<file path="config.mk">
export PLATFORM = sky130hd
export DESIGN_NAME = lsq_top
export DESIGN_NICKNAME = d
export VERILOG_FILES = /design/src/rtl/lsq_cfg_pkg.sv /design/src/rtl/lsq_types_pkg.sv /design/src/rtl/lsq_dispatch.sv /design/src/rtl/load_queue.sv /design/src/rtl/store_queue.sv /design/src/rtl/lsq_arbiter.sv /design/src/rtl/lsq_top.sv
export SDC_FILE = /design/constraint.sdc
export NUM_CORES = 2
export LEC_CHECK = 0
export ABC_AREA = 0
export BUFFER_PORTS_ARGS = -buffer_cell sky130_fd_sc_hd__clkbuf_2
export CORE_ASPECT_RATIO = 0.75
export CORE_UTILIZATION = 45
export CTS_BUF_LIST = sky130_fd_sc_hd__clkbuf_8
export DETAILED_ROUTE_END_ITERATION = 8
export GPL_ROUTABILITY_DRIVEN = 0
export PLACE_DENSITY = 0.62
export SYNTH_ARGS = -nofsm -noshare
export SYNTH_HDL_FRONTEND = slang
export SYNTH_SLANG_ARGS = --single-unit
</file>
<file path="constraint.sdc">
create_clock -name clock -period 9.35 [get_ports clock]
set_clock_uncertainty 0.15 [all_clocks]
set_input_delay 0.935 -clock clock [delete_from_list [all_inputs] [get_ports clock]]
set_output_delay 0.935 -clock clock [all_outputs]
set_load 0.03 [all_outputs]
</file>
<file path="src/rtl/lsq_cfg_pkg.sv">
// LSQ configuration
// Queue depths, datapath widths and the pointer sizes derived from them

package lsq_cfg_pkg;

	localparam int xlen      = 64;  // Data and address width
	localparam int prf_tag_w = 6;   // Physical register tag
	localparam int rob_idx_w = 5;

	localparam int lq_depth = 8;
	localparam int sq_depth = 8;

	// Slot indexes
	localparam int lq_ptr_w = $clog2(lq_depth);
	localparam int sq_ptr_w = $clog2(sq_depth);

	// Store pointer plus wrap bit, used as the load ordering mark
	localparam int sq_mark_w = sq_ptr_w + 1;

endpackage

</file>
<file path="src/rtl/lsq_types_pkg.sv">
// LSQ types
// Opcode values accepted from rename, the decoded instruction class
// and the memory port states

package lsq_types_pkg;

	localparam int opcode_w = 6;

	localparam logic [opcode_w-1:0] op_ldq = 6'h29;  // Quadword load
	localparam logic [opcode_w-1:0] op_stq = 6'h2D;  // Quadword store

	// Decoded class of a dispatched instruction
	typedef enum logic [1:0] {
		class_none,
		class_load,
		class_store
	} mem_class_e;

	// Memory port, one load outstanding at most
	typedef enum logic {
		port_idle,
		port_wait_load
	} port_state_e;

endpackage

</file>
<file path="src/rtl/lsq_dispatch.sv">
`timescale 1ns/1ps
// LSQ dispatch
// Decodes the opcode from rename and pushes the instruction into the load
// or store queue, holding rename off when that queue is full or a flush runs

module lsq_dispatch (
	input  logic                               clock,
	input  logic                               reset,
	input  logic                               disp_valid,
	input  logic [lsq_types_pkg::opcode_w-1:0] disp_opcode,
	input  logic                               flush,
	input  logic                               lq_full,
	input  logic                               sq_full,
	output logic                               disp_ready,
	output logic                               lq_push,
	output logic                               sq_push
);
	lsq_types_pkg::mem_class_e op_class;
	logic flush_q;      // Flush seen last cycle
	logic target_full;
	logic accept;

	always_comb begin
		case (disp_opcode)
			lsq_types_pkg::op_ldq: op_class = lsq_types_pkg::class_load;
			lsq_types_pkg::op_stq: op_class = lsq_types_pkg::class_store;
			default:               op_class = lsq_types_pkg::class_none;
		endcase
	end

	// Only the queue this opcode goes to can stall it
	assign target_full = (op_class == lsq_types_pkg::class_load && lq_full) ||
		(op_class == lsq_types_pkg::class_store && sq_full);

	assign disp_ready = !flush && !flush_q && !target_full;
	assign accept     = disp_valid && disp_ready;
	assign lq_push    = accept && (op_class == lsq_types_pkg::class_load);
	assign sq_push    = accept && (op_class == lsq_types_pkg::class_store);  // Other opcodes drop

	always_ff @(posedge clock) begin
		if (reset) begin
			flush_q <= 1'b0;
		end else begin
			flush_q <= flush;
		end
	end

endmodule

</file>
<file path="src/rtl/load_queue.sv">
`timescale 1ns/1ps
// Load queue
// Circular buffer of loads that wait for their base operand and for all
// older stores to be written. The head goes to memory and its response
// goes straight to the result bus

module load_queue (
	input  logic                                clock,
	input  logic                                reset,
	input  logic                                lq_push,
	input  logic                                flush,
	input  logic [lsq_cfg_pkg::xlen-1:0]        disp_base,
	input  logic [lsq_cfg_pkg::prf_tag_w-1:0]   disp_base_tag,
	input  logic                                disp_base_ready,
	input  logic [lsq_cfg_pkg::xlen-1:0]        disp_offset,
	input  logic [lsq_cfg_pkg::rob_idx_w-1:0]   disp_rob_idx,
	input  logic [lsq_cfg_pkg::prf_tag_w-1:0]   disp_dest_tag,
	input  logic                                cdb_valid,
	input  logic [lsq_cfg_pkg::prf_tag_w-1:0]   cdb_tag,
	input  logic [lsq_cfg_pkg::xlen-1:0]        cdb_data,
	input  logic [lsq_cfg_pkg::sq_mark_w-1:0]   sq_tail_mark,
	input  logic [lsq_cfg_pkg::sq_mark_w-1:0]   sq_head_mark,
	input  logic                                ld_grant,
	input  logic                                ld_resp_valid,
	input  logic [lsq_cfg_pkg::xlen-1:0]        ld_resp_data,
	input  logic                                res_grant_ld,
	output logic                                lq_full,
	output logic                                ld_issue_valid,
	output logic [lsq_cfg_pkg::xlen-1:0]        ld_issue_addr,
	output logic                                res_req_ld,
	output logic [lsq_cfg_pkg::prf_tag_w-1:0]   res_ld_tag,
	output logic [lsq_cfg_pkg::xlen-1:0]        res_ld_data,
	output logic [lsq_cfg_pkg::rob_idx_w-1:0]   res_ld_rob_idx
);
	typedef enum logic [1:0] {ld_wait, ld_issued, ld_done} ld_state_e;

	// Entry fields
	logic [lsq_cfg_pkg::xlen-1:0]      base_q     [lsq_cfg_pkg::lq_depth];
	logic [lsq_cfg_pkg::prf_tag_w-1:0] base_tag_q [lsq_cfg_pkg::lq_depth];
	logic [lsq_cfg_pkg::lq_depth-1:0]  base_rdy_q;
	logic [lsq_cfg_pkg::xlen-1:0]      offset_q   [lsq_cfg_pkg::lq_depth];
	logic [lsq_cfg_pkg::sq_mark_w-1:0] mark_q     [lsq_cfg_pkg::lq_depth];  // Store tail at dispatch
	logic [lsq_cfg_pkg::rob_idx_w-1:0] rob_q      [lsq_cfg_pkg::lq_depth];
	logic [lsq_cfg_pkg::prf_tag_w-1:0] dest_q     [lsq_cfg_pkg::lq_depth];
	ld_state_e                         state_q    [lsq_cfg_pkg::lq_depth];

	logic [lsq_cfg_pkg::lq_ptr_w:0]   head, tail, head_nxt;
	logic [lsq_cfg_pkg::lq_ptr_w-1:0] head_idx, tail_idx;
	logic empty;
	logic squash;     // Next response belongs to a flushed load
	logic resp_hit;
	logic base_wake;

	assign head_idx = head[lsq_cfg_pkg::lq_ptr_w-1:0];
	assign tail_idx = tail[lsq_cfg_pkg::lq_ptr_w-1:0];
	assign empty    = (head == tail);
	assign lq_full  = (head_idx == tail_idx) &&
		(head[lsq_cfg_pkg::lq_ptr_w] != tail[lsq_cfg_pkg::lq_ptr_w]);
	assign head_nxt = res_grant_ld ? head + 1'b1 : head;

	assign resp_hit  = ld_resp_valid && !squash;
	assign base_wake = !disp_base_ready && cdb_valid && (cdb_tag == disp_base_tag);

	////////////////////
	// Head issue and result
	////////////////////

	// Older stores are written once the store head reaches the mark
	assign ld_issue_valid = !empty && (state_q[head_idx] == ld_wait) &&
		base_rdy_q[head_idx] && (mark_q[head_idx] == sq_head_mark);
	assign ld_issue_addr  = base_q[head_idx] + offset_q[head_idx];

	assign res_req_ld     = !empty && resp_hit;
	assign res_ld_tag     = dest_q[head_idx];
	assign res_ld_rob_idx = rob_q[head_idx];
	assign res_ld_data    = ld_resp_data;

	always_ff @(posedge clock) begin
		if (reset) begin
			head   <= '0;
			tail   <= '0;
			squash <= 1'b0;
		end else begin
			head <= head_nxt;
			if (flush) begin
				tail <= head_nxt;
			end else if (lq_push) begin
				tail <= tail + 1'b1;
			end
			if (flush && (ld_grant ||
				(!empty && state_q[head_idx] == ld_issued && !ld_resp_valid))) begin
				squash <= 1'b1;
			end else if (ld_resp_valid) begin
				squash <= 1'b0;
			end
		end
	end

	////////////////////
	// Entry writes
	////////////////////

	always_ff @(posedge clock) begin
		for (int i = 0; i < lsq_cfg_pkg::lq_depth; i++) begin
			if (cdb_valid && !base_rdy_q[i] && (base_tag_q[i] == cdb_tag)) begin
				base_q[i]     <= cdb_data;   // Wake-up
				base_rdy_q[i] <= 1'b1;
			end
		end
		if (ld_grant) begin
			state_q[head_idx] <= ld_issued;
		end
		if (resp_hit) begin
			state_q[head_idx] <= ld_done;
		end
		// New entry overrides anything aimed at the stale slot
		if (lq_push) begin
			base_q[tail_idx]     <= base_wake ? cdb_data : disp_base;
			base_tag_q[tail_idx] <= disp_base_tag;
			base_rdy_q[tail_idx] <= disp_base_ready || base_wake;
			offset_q[tail_idx]   <= disp_offset;
			mark_q[tail_idx]     <= sq_tail_mark;
			rob_q[tail_idx]      <= disp_rob_idx;
			dest_q[tail_idx]     <= disp_dest_tag;
			state_q[tail_idx]    <= ld_wait;
		end
	end

endmodule

</file>
<file path="src/rtl/store_queue.sv">
`timescale 1ns/1ps
// Store queue
// Circular buffer of stores with head, report, commit and tail pointers.
// Stores report on the result bus once their operands are in, then are
// committed by retire and written to memory from the head in order

module store_queue (
	input  logic                                clock,
	input  logic                                reset,
	input  logic                                sq_push,
	input  logic                                flush,
	input  logic [lsq_cfg_pkg::xlen-1:0]        disp_base,
	input  logic [lsq_cfg_pkg::prf_tag_w-1:0]   disp_base_tag,
	input  logic                                disp_base_ready,
	input  logic [lsq_cfg_pkg::xlen-1:0]        disp_offset,
	input  logic [lsq_cfg_pkg::xlen-1:0]        disp_data,
	input  logic [lsq_cfg_pkg::prf_tag_w-1:0]   disp_data_tag,
	input  logic                                disp_data_ready,
	input  logic [lsq_cfg_pkg::rob_idx_w-1:0]   disp_rob_idx,
	input  logic                                cdb_valid,
	input  logic [lsq_cfg_pkg::prf_tag_w-1:0]   cdb_tag,
	input  logic [lsq_cfg_pkg::xlen-1:0]        cdb_data,
	input  logic                                retire_valid,
	input  logic [lsq_cfg_pkg::rob_idx_w-1:0]   retire_rob_idx,
	input  logic                                st_grant,
	input  logic                                res_grant_st,
	output logic                                sq_full,
	output logic [lsq_cfg_pkg::sq_mark_w-1:0]   sq_tail_mark,
	output logic [lsq_cfg_pkg::sq_mark_w-1:0]   sq_head_mark,
	output logic                                st_issue_valid,
	output logic [lsq_cfg_pkg::xlen-1:0]        st_issue_addr,
	output logic [lsq_cfg_pkg::xlen-1:0]        st_issue_data,
	output logic                                res_req_st,
	output logic [lsq_cfg_pkg::rob_idx_w-1:0]   res_st_rob_idx
);
	logic [lsq_cfg_pkg::xlen-1:0]      base_q     [lsq_cfg_pkg::sq_depth];
	logic [lsq_cfg_pkg::prf_tag_w-1:0] base_tag_q [lsq_cfg_pkg::sq_depth];
	logic [lsq_cfg_pkg::xlen-1:0]      offset_q   [lsq_cfg_pkg::sq_depth];
	logic [lsq_cfg_pkg::xlen-1:0]      data_q     [lsq_cfg_pkg::sq_depth];
	logic [lsq_cfg_pkg::prf_tag_w-1:0] data_tag_q [lsq_cfg_pkg::sq_depth];
	logic [lsq_cfg_pkg::rob_idx_w-1:0] rob_q      [lsq_cfg_pkg::sq_depth];
	logic [lsq_cfg_pkg::sq_depth-1:0]  base_rdy_q, data_rdy_q;

	// Pointers carry a wrap bit
	logic [lsq_cfg_pkg::sq_mark_w-1:0] head, rpt, cmt, tail, cmt_nxt;
	logic [lsq_cfg_pkg::sq_ptr_w-1:0]  head_idx, rpt_idx, cmt_idx, tail_idx;
	logic commit;
	logic base_wake, data_wake;

	assign head_idx = head[lsq_cfg_pkg::sq_ptr_w-1:0];
	assign rpt_idx  = rpt[lsq_cfg_pkg::sq_ptr_w-1:0];
	assign cmt_idx  = cmt[lsq_cfg_pkg::sq_ptr_w-1:0];
	assign tail_idx = tail[lsq_cfg_pkg::sq_ptr_w-1:0];

	assign sq_full = (head_idx == tail_idx) &&
		(head[lsq_cfg_pkg::sq_ptr_w] != tail[lsq_cfg_pkg::sq_ptr_w]);
	assign sq_tail_mark = tail;
	assign sq_head_mark = head;

	// Completion report, in queue order
	assign res_req_st     = (rpt != tail) && base_rdy_q[rpt_idx] && data_rdy_q[rpt_idx];
	assign res_st_rob_idx = rob_q[rpt_idx];

	// Oldest reported store retires
	assign commit  = retire_valid && (cmt != rpt) && (rob_q[cmt_idx] == retire_rob_idx);
	assign cmt_nxt = commit ? cmt + 1'b1 : cmt;

	assign st_issue_valid = (head != cmt);
	assign st_issue_addr  = base_q[head_idx] + offset_q[head_idx];
	assign st_issue_data  = data_q[head_idx];

	assign base_wake = !disp_base_ready && cdb_valid && (cdb_tag == disp_base_tag);
	assign data_wake = !disp_data_ready && cdb_valid && (cdb_tag == disp_data_tag);

	always_ff @(posedge clock) begin
		if (reset) begin
			head <= '0;
			rpt  <= '0;
			cmt  <= '0;
			tail <= '0;
		end else begin
			cmt <= cmt_nxt;
			if (st_grant) begin
				head <= head + 1'b1;   // Freed once memory takes it
			end
			if (flush) begin
				rpt  <= cmt_nxt;      // Uncommitted stores go away
				tail <= cmt_nxt;
			end else begin
				if (res_grant_st) begin
					rpt <= rpt + 1'b1;
				end
				if (sq_push) begin
					tail <= tail + 1'b1;
				end
			end
		end
	end

	////////////////////
	// Entry writes
	////////////////////

	always_ff @(posedge clock) begin
		for (int i = 0; i < lsq_cfg_pkg::sq_depth; i++) begin
			if (cdb_valid && !base_rdy_q[i] && (base_tag_q[i] == cdb_tag)) begin
				base_q[i]     <= cdb_data;
				base_rdy_q[i] <= 1'b1;
			end
			if (cdb_valid && !data_rdy_q[i] && (data_tag_q[i] == cdb_tag)) begin
				data_q[i]     <= cdb_data;
				data_rdy_q[i] <= 1'b1;
			end
		end
		if (sq_push) begin
			base_q[tail_idx]     <= base_wake ? cdb_data : disp_base;
			base_tag_q[tail_idx] <= disp_base_tag;
			base_rdy_q[tail_idx] <= disp_base_ready || base_wake;
			offset_q[tail_idx]   <= disp_offset;
			data_q[tail_idx]     <= data_wake ? cdb_data : disp_data;
			data_tag_q[tail_idx] <= disp_data_tag;
			data_rdy_q[tail_idx] <= disp_data_ready || data_wake;
			rob_q[tail_idx]      <= disp_rob_idx;
		end
	end

endmodule

</file>
<file path="src/rtl/lsq_arbiter.sv">
`timescale 1ns/1ps
// LSQ arbiter
// Shares the memory port between the committed store and the head load,
// keeps track of the one outstanding load, and drives the result bus

module lsq_arbiter (
	input  logic                                clock,
	input  logic                                reset,
	input  logic                                flush,
	input  logic                                ld_issue_valid,
	input  logic [lsq_cfg_pkg::xlen-1:0]        ld_issue_addr,
	input  logic                                st_issue_valid,
	input  logic [lsq_cfg_pkg::xlen-1:0]        st_issue_addr,
	input  logic [lsq_cfg_pkg::xlen-1:0]        st_issue_data,
	input  logic                                mem_req_ready,
	input  logic                                mem_resp_valid,
	input  logic [lsq_cfg_pkg::xlen-1:0]        mem_resp_data,
	input  logic                                res_req_ld,
	input  logic [lsq_cfg_pkg::prf_tag_w-1:0]   res_ld_tag,
	input  logic [lsq_cfg_pkg::xlen-1:0]        res_ld_data,
	input  logic [lsq_cfg_pkg::rob_idx_w-1:0]   res_ld_rob_idx,
	input  logic                                res_req_st,
	input  logic [lsq_cfg_pkg::rob_idx_w-1:0]   res_st_rob_idx,
	output logic                                ld_grant,
	output logic                                st_grant,
	output logic                                mem_req_valid,
	output logic                                mem_req_write,
	output logic [lsq_cfg_pkg::xlen-1:0]        mem_req_addr,
	output logic [lsq_cfg_pkg::xlen-1:0]        mem_req_wdata,
	output logic                                ld_resp_valid,
	output logic [lsq_cfg_pkg::xlen-1:0]        ld_resp_data,
	output logic                                res_grant_ld,
	output logic                                res_grant_st,
	output logic                                result_valid,
	output logic [lsq_cfg_pkg::prf_tag_w-1:0]   result_tag,
	output logic [lsq_cfg_pkg::xlen-1:0]        result_data,
	output logic [lsq_cfg_pkg::rob_idx_w-1:0]   result_rob_idx
);
	lsq_types_pkg::port_state_e state;
	logic st_sel, ld_sel;

	////////////////////
	// Memory port
	////////////////////

	assign st_sel = (state == lsq_types_pkg::port_idle) && st_issue_valid;  // Store first
	assign ld_sel = (state == lsq_types_pkg::port_idle) && !st_issue_valid && ld_issue_valid;

	assign mem_req_valid = st_sel || ld_sel;
	assign mem_req_write = st_sel;
	assign mem_req_addr  = st_sel ? st_issue_addr : ld_issue_addr;
	assign mem_req_wdata = st_issue_data;
	assign st_grant      = st_sel && mem_req_ready;
	assign ld_grant      = ld_sel && mem_req_ready;

	assign ld_resp_valid = (state == lsq_types_pkg::port_wait_load) && mem_resp_valid;
	assign ld_resp_data  = mem_resp_data;

	// Loads win the result bus, a store report waits a cycle
	assign res_grant_ld = res_req_ld;
	assign res_grant_st = res_req_st && !res_req_ld;

	always_ff @(posedge clock) begin
		if (reset) begin
			state        <= lsq_types_pkg::port_idle;
			result_valid <= 1'b0;
		end else begin
			if (ld_grant) begin
				state <= lsq_types_pkg::port_wait_load;
			end else if (mem_resp_valid) begin
				state <= lsq_types_pkg::port_idle;
			end
			result_valid <= !flush && (res_req_ld || res_req_st);  // Flushed work never reports
		end
	end

	// Store reports carry only the rob index
	always_ff @(posedge clock) begin
		result_tag     <= res_req_ld ? res_ld_tag : '0;
		result_data    <= res_req_ld ? res_ld_data : '0;
		result_rob_idx <= res_req_ld ? res_ld_rob_idx : res_st_rob_idx;
	end

endmodule

</file>
<file path="src/rtl/lsq_top.sv">
`timescale 1ns/1ps
// Load/store queue top
// Dispatch steering, load queue, store queue and the memory and
// result bus arbiter for one thread

module lsq_top (
	input  logic                                clock,
	input  logic                                reset,
	// Dispatch from rename
	input  logic                                disp_valid,
	input  logic [lsq_types_pkg::opcode_w-1:0]  disp_opcode,
	input  logic [lsq_cfg_pkg::xlen-1:0]        disp_base,
	input  logic [lsq_cfg_pkg::prf_tag_w-1:0]   disp_base_tag,
	input  logic                                disp_base_ready,
	input  logic [lsq_cfg_pkg::xlen-1:0]        disp_offset,
	input  logic [lsq_cfg_pkg::xlen-1:0]        disp_data,
	input  logic [lsq_cfg_pkg::prf_tag_w-1:0]   disp_data_tag,
	input  logic                                disp_data_ready,
	input  logic [lsq_cfg_pkg::rob_idx_w-1:0]   disp_rob_idx,
	input  logic [lsq_cfg_pkg::prf_tag_w-1:0]   disp_dest_tag,
	output logic                                disp_ready,
	// CDB
	input  logic                                cdb_valid,
	input  logic [lsq_cfg_pkg::prf_tag_w-1:0]   cdb_tag,
	input  logic [lsq_cfg_pkg::xlen-1:0]        cdb_data,
	// Retire and mispredict
	input  logic                                retire_valid,
	input  logic [lsq_cfg_pkg::rob_idx_w-1:0]   retire_rob_idx,
	input  logic                                flush,
	// Memory
	output logic                                mem_req_valid,
	output logic                                mem_req_write,
	output logic [lsq_cfg_pkg::xlen-1:0]        mem_req_addr,
	output logic [lsq_cfg_pkg::xlen-1:0]        mem_req_wdata,
	input  logic                                mem_req_ready,
	input  logic                                mem_resp_valid,
	input  logic [lsq_cfg_pkg::xlen-1:0]        mem_resp_data,
	// Result bus
	output logic                                result_valid,
	output logic [lsq_cfg_pkg::prf_tag_w-1:0]   result_tag,
	output logic [lsq_cfg_pkg::xlen-1:0]        result_data,
	output logic [lsq_cfg_pkg::rob_idx_w-1:0]   result_rob_idx
);
	logic                              lq_push, sq_push, lq_full, sq_full;
	logic [lsq_cfg_pkg::sq_mark_w-1:0] sq_tail_mark, sq_head_mark;  // Load ordering marks

	logic                              ld_issue_valid, st_issue_valid;
	logic [lsq_cfg_pkg::xlen-1:0]      ld_issue_addr, st_issue_addr, st_issue_data;
	logic                              ld_grant, st_grant;
	logic                              ld_resp_valid;
	logic [lsq_cfg_pkg::xlen-1:0]      ld_resp_data;

	logic                              res_req_ld, res_grant_ld, res_req_st, res_grant_st;
	logic [lsq_cfg_pkg::prf_tag_w-1:0] res_ld_tag;
	logic [lsq_cfg_pkg::xlen-1:0]      res_ld_data;
	logic [lsq_cfg_pkg::rob_idx_w-1:0] res_ld_rob_idx, res_st_rob_idx;

	lsq_dispatch u_dispatch (.*);

	load_queue u_load_queue (.*);

	store_queue u_store_queue (.*);

	lsq_arbiter u_arbiter (.*);

endmodule

</file>
# [Yosys cells after proc, flatten, opt, wreduce, memory -nomap -nowiden]
# Memory sizes are Yosys's and may differ from the RTL's. A register that Yosys moved wholly into a read port is not among the register bits.
# Cells that the tools add are included.
[classes] add_sub_neg=8 magnitude_cmp=6 n_eq_ne=41 mux=128 n_bitwise=2 n_reduce_logical=130
[ops] operator="64-bit two-way mux" count=3
[ops] operator="6-bit == test" count=26
[ops] operator="64-bit adder" count=2
[ops] operator="1-bit two-way mux" count=89
[ops] operator="1-bit logical AND" count=83
[ops] operator="3-bit two-way mux" count=14
[ops] operator="1-bit zero test" count=35
[ops] operator="4-bit two-way mux" count=8
[ops] operator="4-bit by 1-bit adder with 4-bit output, second input constant" count=6
[ops] operator="8-bit bitwise mux" count=3
[ops] operator="8-bit two-way mux" count=3
[ops] operator="3-bit by 4-bit < comparator with 1-bit output, second input constant" count=4
[ops] operator="6-bit == test, second input constant" count=2
[ops] operator="4-bit inequality test" count=3
[ops] operator="2-bit nonzero test" count=5
[ops] operator="1-bit binary-select mux with 3-bit select" count=3
[ops] operator="4-bit == test" count=2
[ops] operator="1-bit demux with 3-bit select" count=2
[ops] operator="3-bit == test" count=2
[ops] operator="3-bit by 1-bit greater-or-equal comparator with 1-bit output, second input constant" count=2
[ops] operator="1-bit logical OR" count=6
[ops] operator="5-bit == test" count=1
[ops] operator="5-bit two-way mux" count=1
[ops] operator="2-bit by 1-bit == test with 1-bit output, second input constant" count=2
[ops] operator="7 further kinds" count=8
[totals] reg_bits=121 ramBits=2880 output_inout_bits=207 mem_count=13
[memory_table] name="u_load_queue.base_q" words=8 width=64 read_ports=1 rd_clocked_by_memory_dff=1 write_ports=9 line_no="load_queue.sv:38" text="logic [lsq_cfg_pkg::xlen-1:0] base_q [lsq_cfg_pkg::lq_depth];"
[memory_table] name="u_load_queue.offset_q" words=8 width=64 read_ports=1 rd_clocked_by_memory_dff=1 write_ports=1 line_no="load_queue.sv:41" text="logic [lsq_cfg_pkg::xlen-1:0] offset_q [lsq_cfg_pkg::lq_depth];"
[memory_table] name="u_store_queue.base_q" words=8 width=64 read_ports=1 rd_clocked_by_memory_dff=1 write_ports=9 line_no="store_queue.sv:36" text="logic [lsq_cfg_pkg::xlen-1:0] base_q [lsq_cfg_pkg::sq_depth];"
[memory_table] name="u_store_queue.data_q" words=8 width=64 read_ports=1 rd_clocked_by_memory_dff=1 write_ports=9 line_no="store_queue.sv:39" text="logic [lsq_cfg_pkg::xlen-1:0] data_q [lsq_cfg_pkg::sq_depth];"
[memory_table] name="u_store_queue.offset_q" words=8 width=64 read_ports=1 rd_clocked_by_memory_dff=1 write_ports=1 line_no="store_queue.sv:38" text="logic [lsq_cfg_pkg::xlen-1:0] offset_q [lsq_cfg_pkg::sq_depth];"
[memory_table] name="u_load_queue.base_tag_q" words=8 width=6 read_ports=8 rd_clocked_by_memory_dff=0 write_ports=1 line_no="load_queue.sv:39" text="logic [lsq_cfg_pkg::prf_tag_w-1:0] base_tag_q [lsq_cfg_pkg::lq_depth];"
[memory_table] name="7 more memories"

# [Logic depth before layout (Yosys ltp)]
[depth] ltp_word=11 depth_mapped=21 ltp_nobuf=16

# [By module]
# A second synthesis with hierarchy kept.
[hier_totals] cells_unflattened=8429 area_unflattened_um2=139846.6
[by_module_without_submodules] mod="store_queue" instances=1 cells_each=4503 area_each_um2=81236.7
[by_module_without_submodules] mod="load_queue" instances=1 cells_each=3542 area_each_um2=54399.7
[by_module_without_submodules] mod="lsq_arbiter" instances=1 cells_each=372 area_each_um2=4097.7
[by_module_without_submodules] mod="lsq_dispatch" instances=1 cells_each=12 area_each_um2=112.6

# [Least setup slack after synthesis]
# OpenSTA, ideal clock, no wires.
[synth_timing] path_type="reg2out" start="register (tool-made name)" end="output mem_req_addr[58] (netlist bit)" t_arrival_ps=5892 required_ps=8265 slack_ps=2373 path_stages_with_launch=19 n_path_buf=4 cell_sequence="dfxtp_1 > clkbuf_1 > clkbuf_1 > clkbuf_1 > buf_1 > mux4_2 > mux2_2 > ha_1 > fa_1 > a211oi_1 > nor2_1 > o311ai_0 > a211oi_1 > nor4_1 > nor3_1 > or3_1 > a21oi_1 > xor2_1 > o21ai_0"
[synth_lines] item="end: declaration" line_no="lsq_top.sv:33" text="output logic [lsq_cfg_pkg::xlen-1:0] mem_req_addr,"

==> summary.md <==
| Metric | Value |
|---|---|
| Most used DFF post-synth | edfxtp_1 |
| Period utilization | 0.992 |
| Initial core utilization | 0.454 |
| WP data required | 8.27 ns |
| Final min period | 9.27 ns |
| Initial DRC Count | 13900 |
| Syn Nets | 10100 |
| Critical-path cell list | buf_12 -> mux4_2 -> mux2_2 -> ha_1 -> nand4_1 -> o211ai_1 -> nor4b_1 -> a2111oi_2 -> buf_4 -> o311ai_1 -> a2111oi_2 -> o21ai_0 -> a21oi_1 -> mux2i_1 -> nor2_1 -> clkbuf_2 |
| Measured slew at the worst slew-check pin | 1.56 ns |
| Worst vdd ir | 0.153 mV |
| ANT nets after route | 0 |
| Initial antenna violation count | 63 |
| DPL Wire Length | 278 mm |
| Most frequent CP cell | a2111oi_2 |
| Post-Syn Area | 0.136 sq mm |
| R2r endpoint | u_load_queue.base_q[3][27] |
| Root buffer cell | clkbuf_8 |
| Die ar. | 0.305 sq mm |
| Vias | 91100 |
| Largest stage delay on the critical path | 1.27 ns |
| Worst EP arrival | 8.19 ns |
| DR vias/cell | 6.26 |
| Synth area leader | edfxtp_1 |
| WHS | 0.0586 ns |
| WL final | 460 mm |
| Post-synth EDFFs | 2864 |
| Placeable core region | 0.301 sq mm |
| Max_slew headroom | -0.0558 |
| Max Slew Vio Count | 3 |
| Crit start category | register |
| I/O pin cnt | 577 |
| Count of input and output buffers | 576 |
| Syn Area/Cell | 14.2 sq um |
| Clock slew seen by the registers of the worst setup and hold paths | 0.06 ns |
| Slowest stage cell, crit path | o311ai_1 |
| Top cell type's share of synthesized area | 0.630 |
| FMAX | 108 MHz |
| Die Ht | 479 um |
| Hold crit path type | in2reg |
| Pwr Density | 173 mW/mm^2 |
| Worst reg2reg setup slack | 3.41 ns |
| Vias in the first global route | 87500 |
| Setup TNS Final | 0 ns |
| First-pass GRT wire length | 644 mm |
| Area of the multi-input gates | 0.0444 sq mm |
| CP max FO | 51 |
| Crit Path Class | reg2out |
| Clock Path Buffers | 4 |
| DRC | 4 |
| Post-CTS Setup Bufs | 0 |
| Critical Path End | mem_req_addr[63] |
| Status | finished, violations left |
| Total gr overflow | 0 |
| Post-synth ARST share | 0 |
| WL per Instance | 31.6 um |
| Clock Latency Late Sink | 1.10 ns |
| Fill cells | 25200 |
| Share of the yosys chip area belonging to registers | 0.652 |
| Final cell count without fillers | 14600 |
| Placed insts | 13600 |
| Distinct cells, synth | 76 |
| Largest net degree at the start of global routing | 82 |
| Chip width | 638 um |
| First drt pass iteration count | 9 |
| Max Cap Viol | 1 |
| CP endpoint kind | output pin |
| Critical R2R Launch | u_load_queue.head[2] |
| RSZ-0062 raised after global routing | false |
| Gr usage total | 0.293 |
| Final Hold Viols | 0 |
| Mapped Cells | 9628 |
| CTS tree | built |
| Dominant cells by area after synthesis | edfxtp_1 63%, mux4_2 6.8%, mux2_2 5.8%, o21ai_0 4.2%, nand2_1 3.3% |
| Area occupied by registers | 0.0890 sq mm |
| Num CTS Buffers | 462 |
| Area delta synth->final | 12.1% |
| H-tree depth | 5 |
| Yosys warns | 0 |
| Most common cell in the netlist | edfxtp_1 |
| Yosys reg bits | 3013 |
| Static leakage | 52.5 nW |
| Final Setup Violations | 0 |
| Final nets | 10600 |
| Synth top cells by count | 2864 x edfxtp_1, 1203 x nand2_1, 1150 x o21ai_0 |
| CTS Sinks | 3013 |
| Share of layout cells above drive strength 1 | 0.247 |
| R2R cell count | 11 |
| Row count | 174 |
| Failing checks | DRC, capacitance limit, slew limit |
## per-stage QoR
stage / worst slack (ns) / util / total power [mW] / instance area [sq um]
final: 0.0771 / 0.509 / 26.5 / 153000
after global routing: 0.0199 / 0.508 / 27.3 / 153000
after CTS: 0.288 / 0.508 / 26.6 / 153000
after detailed placement: 1.04 / 0.478 / 16.3 / 144000
after global placement: 0.343 / 0.477 / 16.2 / 144000
after floorplan: 2.37 / - / 15.7 / 136000
## where the power goes
group	total [mW]	internal, mW	switching [mW]
clock network	10.5	5.15	5.34
logic	1.19	0.403	0.783
registers	14.8	14.8	0.0370
total	26.5	20.4	6.16
## layer usage
layer | up-vias | part of all wire | GRT usage
li1 | 38200 | - | -
met5 | - | 0.00079 | 0
met1 | 46000 | 0.40 | 0.413
met3 | 919 | 0.12 | 0.0700
met2 | 5947 | 0.44 | 0.437
met4 | 56 | 0.045 | 0.124
## timing repair
action,CTS,global route
hold buffers,71,0
endpoints found under the setup margin,1,2
resized for setup,1,2
hold endpoints to repair,113,0
## registers in the layout (all words and copies together) (netlist names), 32 cells and up, named ones only
name	cells
u_store_queue.data_tag_q	48
u_arbiter.result_data	64
u_load_queue.base_tag_q	48
u_store_queue.offset_q	512
u_store_queue.data_q	512
u_load_queue.base_q	512
u_store_queue.rob_q	40
u_store_queue.base_tag_q	48
u_load_queue.offset_q	512
u_load_queue.dest_q	48
u_load_queue.rob_q	40
u_store_queue.base_q	512
u_load_queue.mark_q	32
## worst max-delay path, delay by kind of cell (launching register included)
kind	cells	cell delay [ns]
flops	1	0.67
fa+ha+maj	1	0.42
mux	3	1.07
buf+inv	3	0.94
compound gates	6	2.54
simple gates	3	1.36
## worst min-delay path by stage
stage	start	end	slack [ns]	cells past startpoint
3_3_place_gp	u_load_queue.state_q[5][1]	u_load_queue.state_q[5][1]	0.30	2
3_5_place_dp	u_load_queue.state_q[5][1]	u_load_queue.state_q[5][1]	0.31	2
2_1_floorplan	u_load_queue.state_q[4][1]	u_load_queue.state_q[4][1]	0.28	2
4_1_cts	disp_data[44]	u_store_queue.data_q[1][44]	0.01	2
5_1_grt	disp_data_tag[0]	u_store_queue.data_tag_q[1][0]	0.06	1
6_report	disp_data_tag[0]	u_store_queue.data_tag_q[2][0]	0.06	1
## layout make-up
class,instances,share of cell area
flip-flops and latches,3013,0.582
multi-input cells,5723,0.291
clock buffers,485,0.0437
repair buffers,861,0.0361
well taps,4048,0.0331
clock inverters,344,0.0121
inverters,61,0.00189
diodes,21,0.000344
## cell usage in the layout, fill, tap and decap left out, types with 13 or more instances in the layout
master,synthesis,layout
edfxtp_1,2864,2864
nand2_1,1203,1191
o21ai_0,1150,1150
mux2_2,704,704
clkbuf_2,0,576
a22oi_1,523,523
clkbuf_8,0,485
mux4_2,410,410
a21oi_1,207,206
xnor2_1,190,190
inv_1,61,188
buf_4,4,188
nand4_1,174,174
nor2_1,168,158
dfxtp_1,149,146
ha_1,132,132
xor2_1,125,125
clkinv_1,0,120
and3_1,91,90
mux2i_1,85,77
dlygate4sd3_1,0,71
a21o_1,67,67
nand3_1,59,54
clkinv_2,0,47
a31oi_1,42,42
nor3_1,36,34
o21a_1,26,26
o21bai_1,26,26
buf_12,0,26
a221oi_1,25,25
a211oi_1,23,22
nand3b_1,22,22
diode_2,0,21
a22o_1,21,21
nor2b_1,20,20
nor4_1,20,17
o211ai_1,15,15
o31ai_1,15,15
bufinv_16,0,13
## kinds of logic (layout without fill, tap and decap cells)
family	after synthesis	in the layout	synth area share
AOI/OAI and AO/OA	2205	2205	0.0972
xor gates and xnor gates	315	315	0.0202
adders and majority gates	134	134	0.0124
buffers and inverters	892	1751	0.0254
DFF	3013	3013	0.652
muxes	1199	1199	0.132
other	0	21	0
and+or+nand+nor	1870	1870	0.0606
No activity file was read; power rests on OpenSTA's default activity.
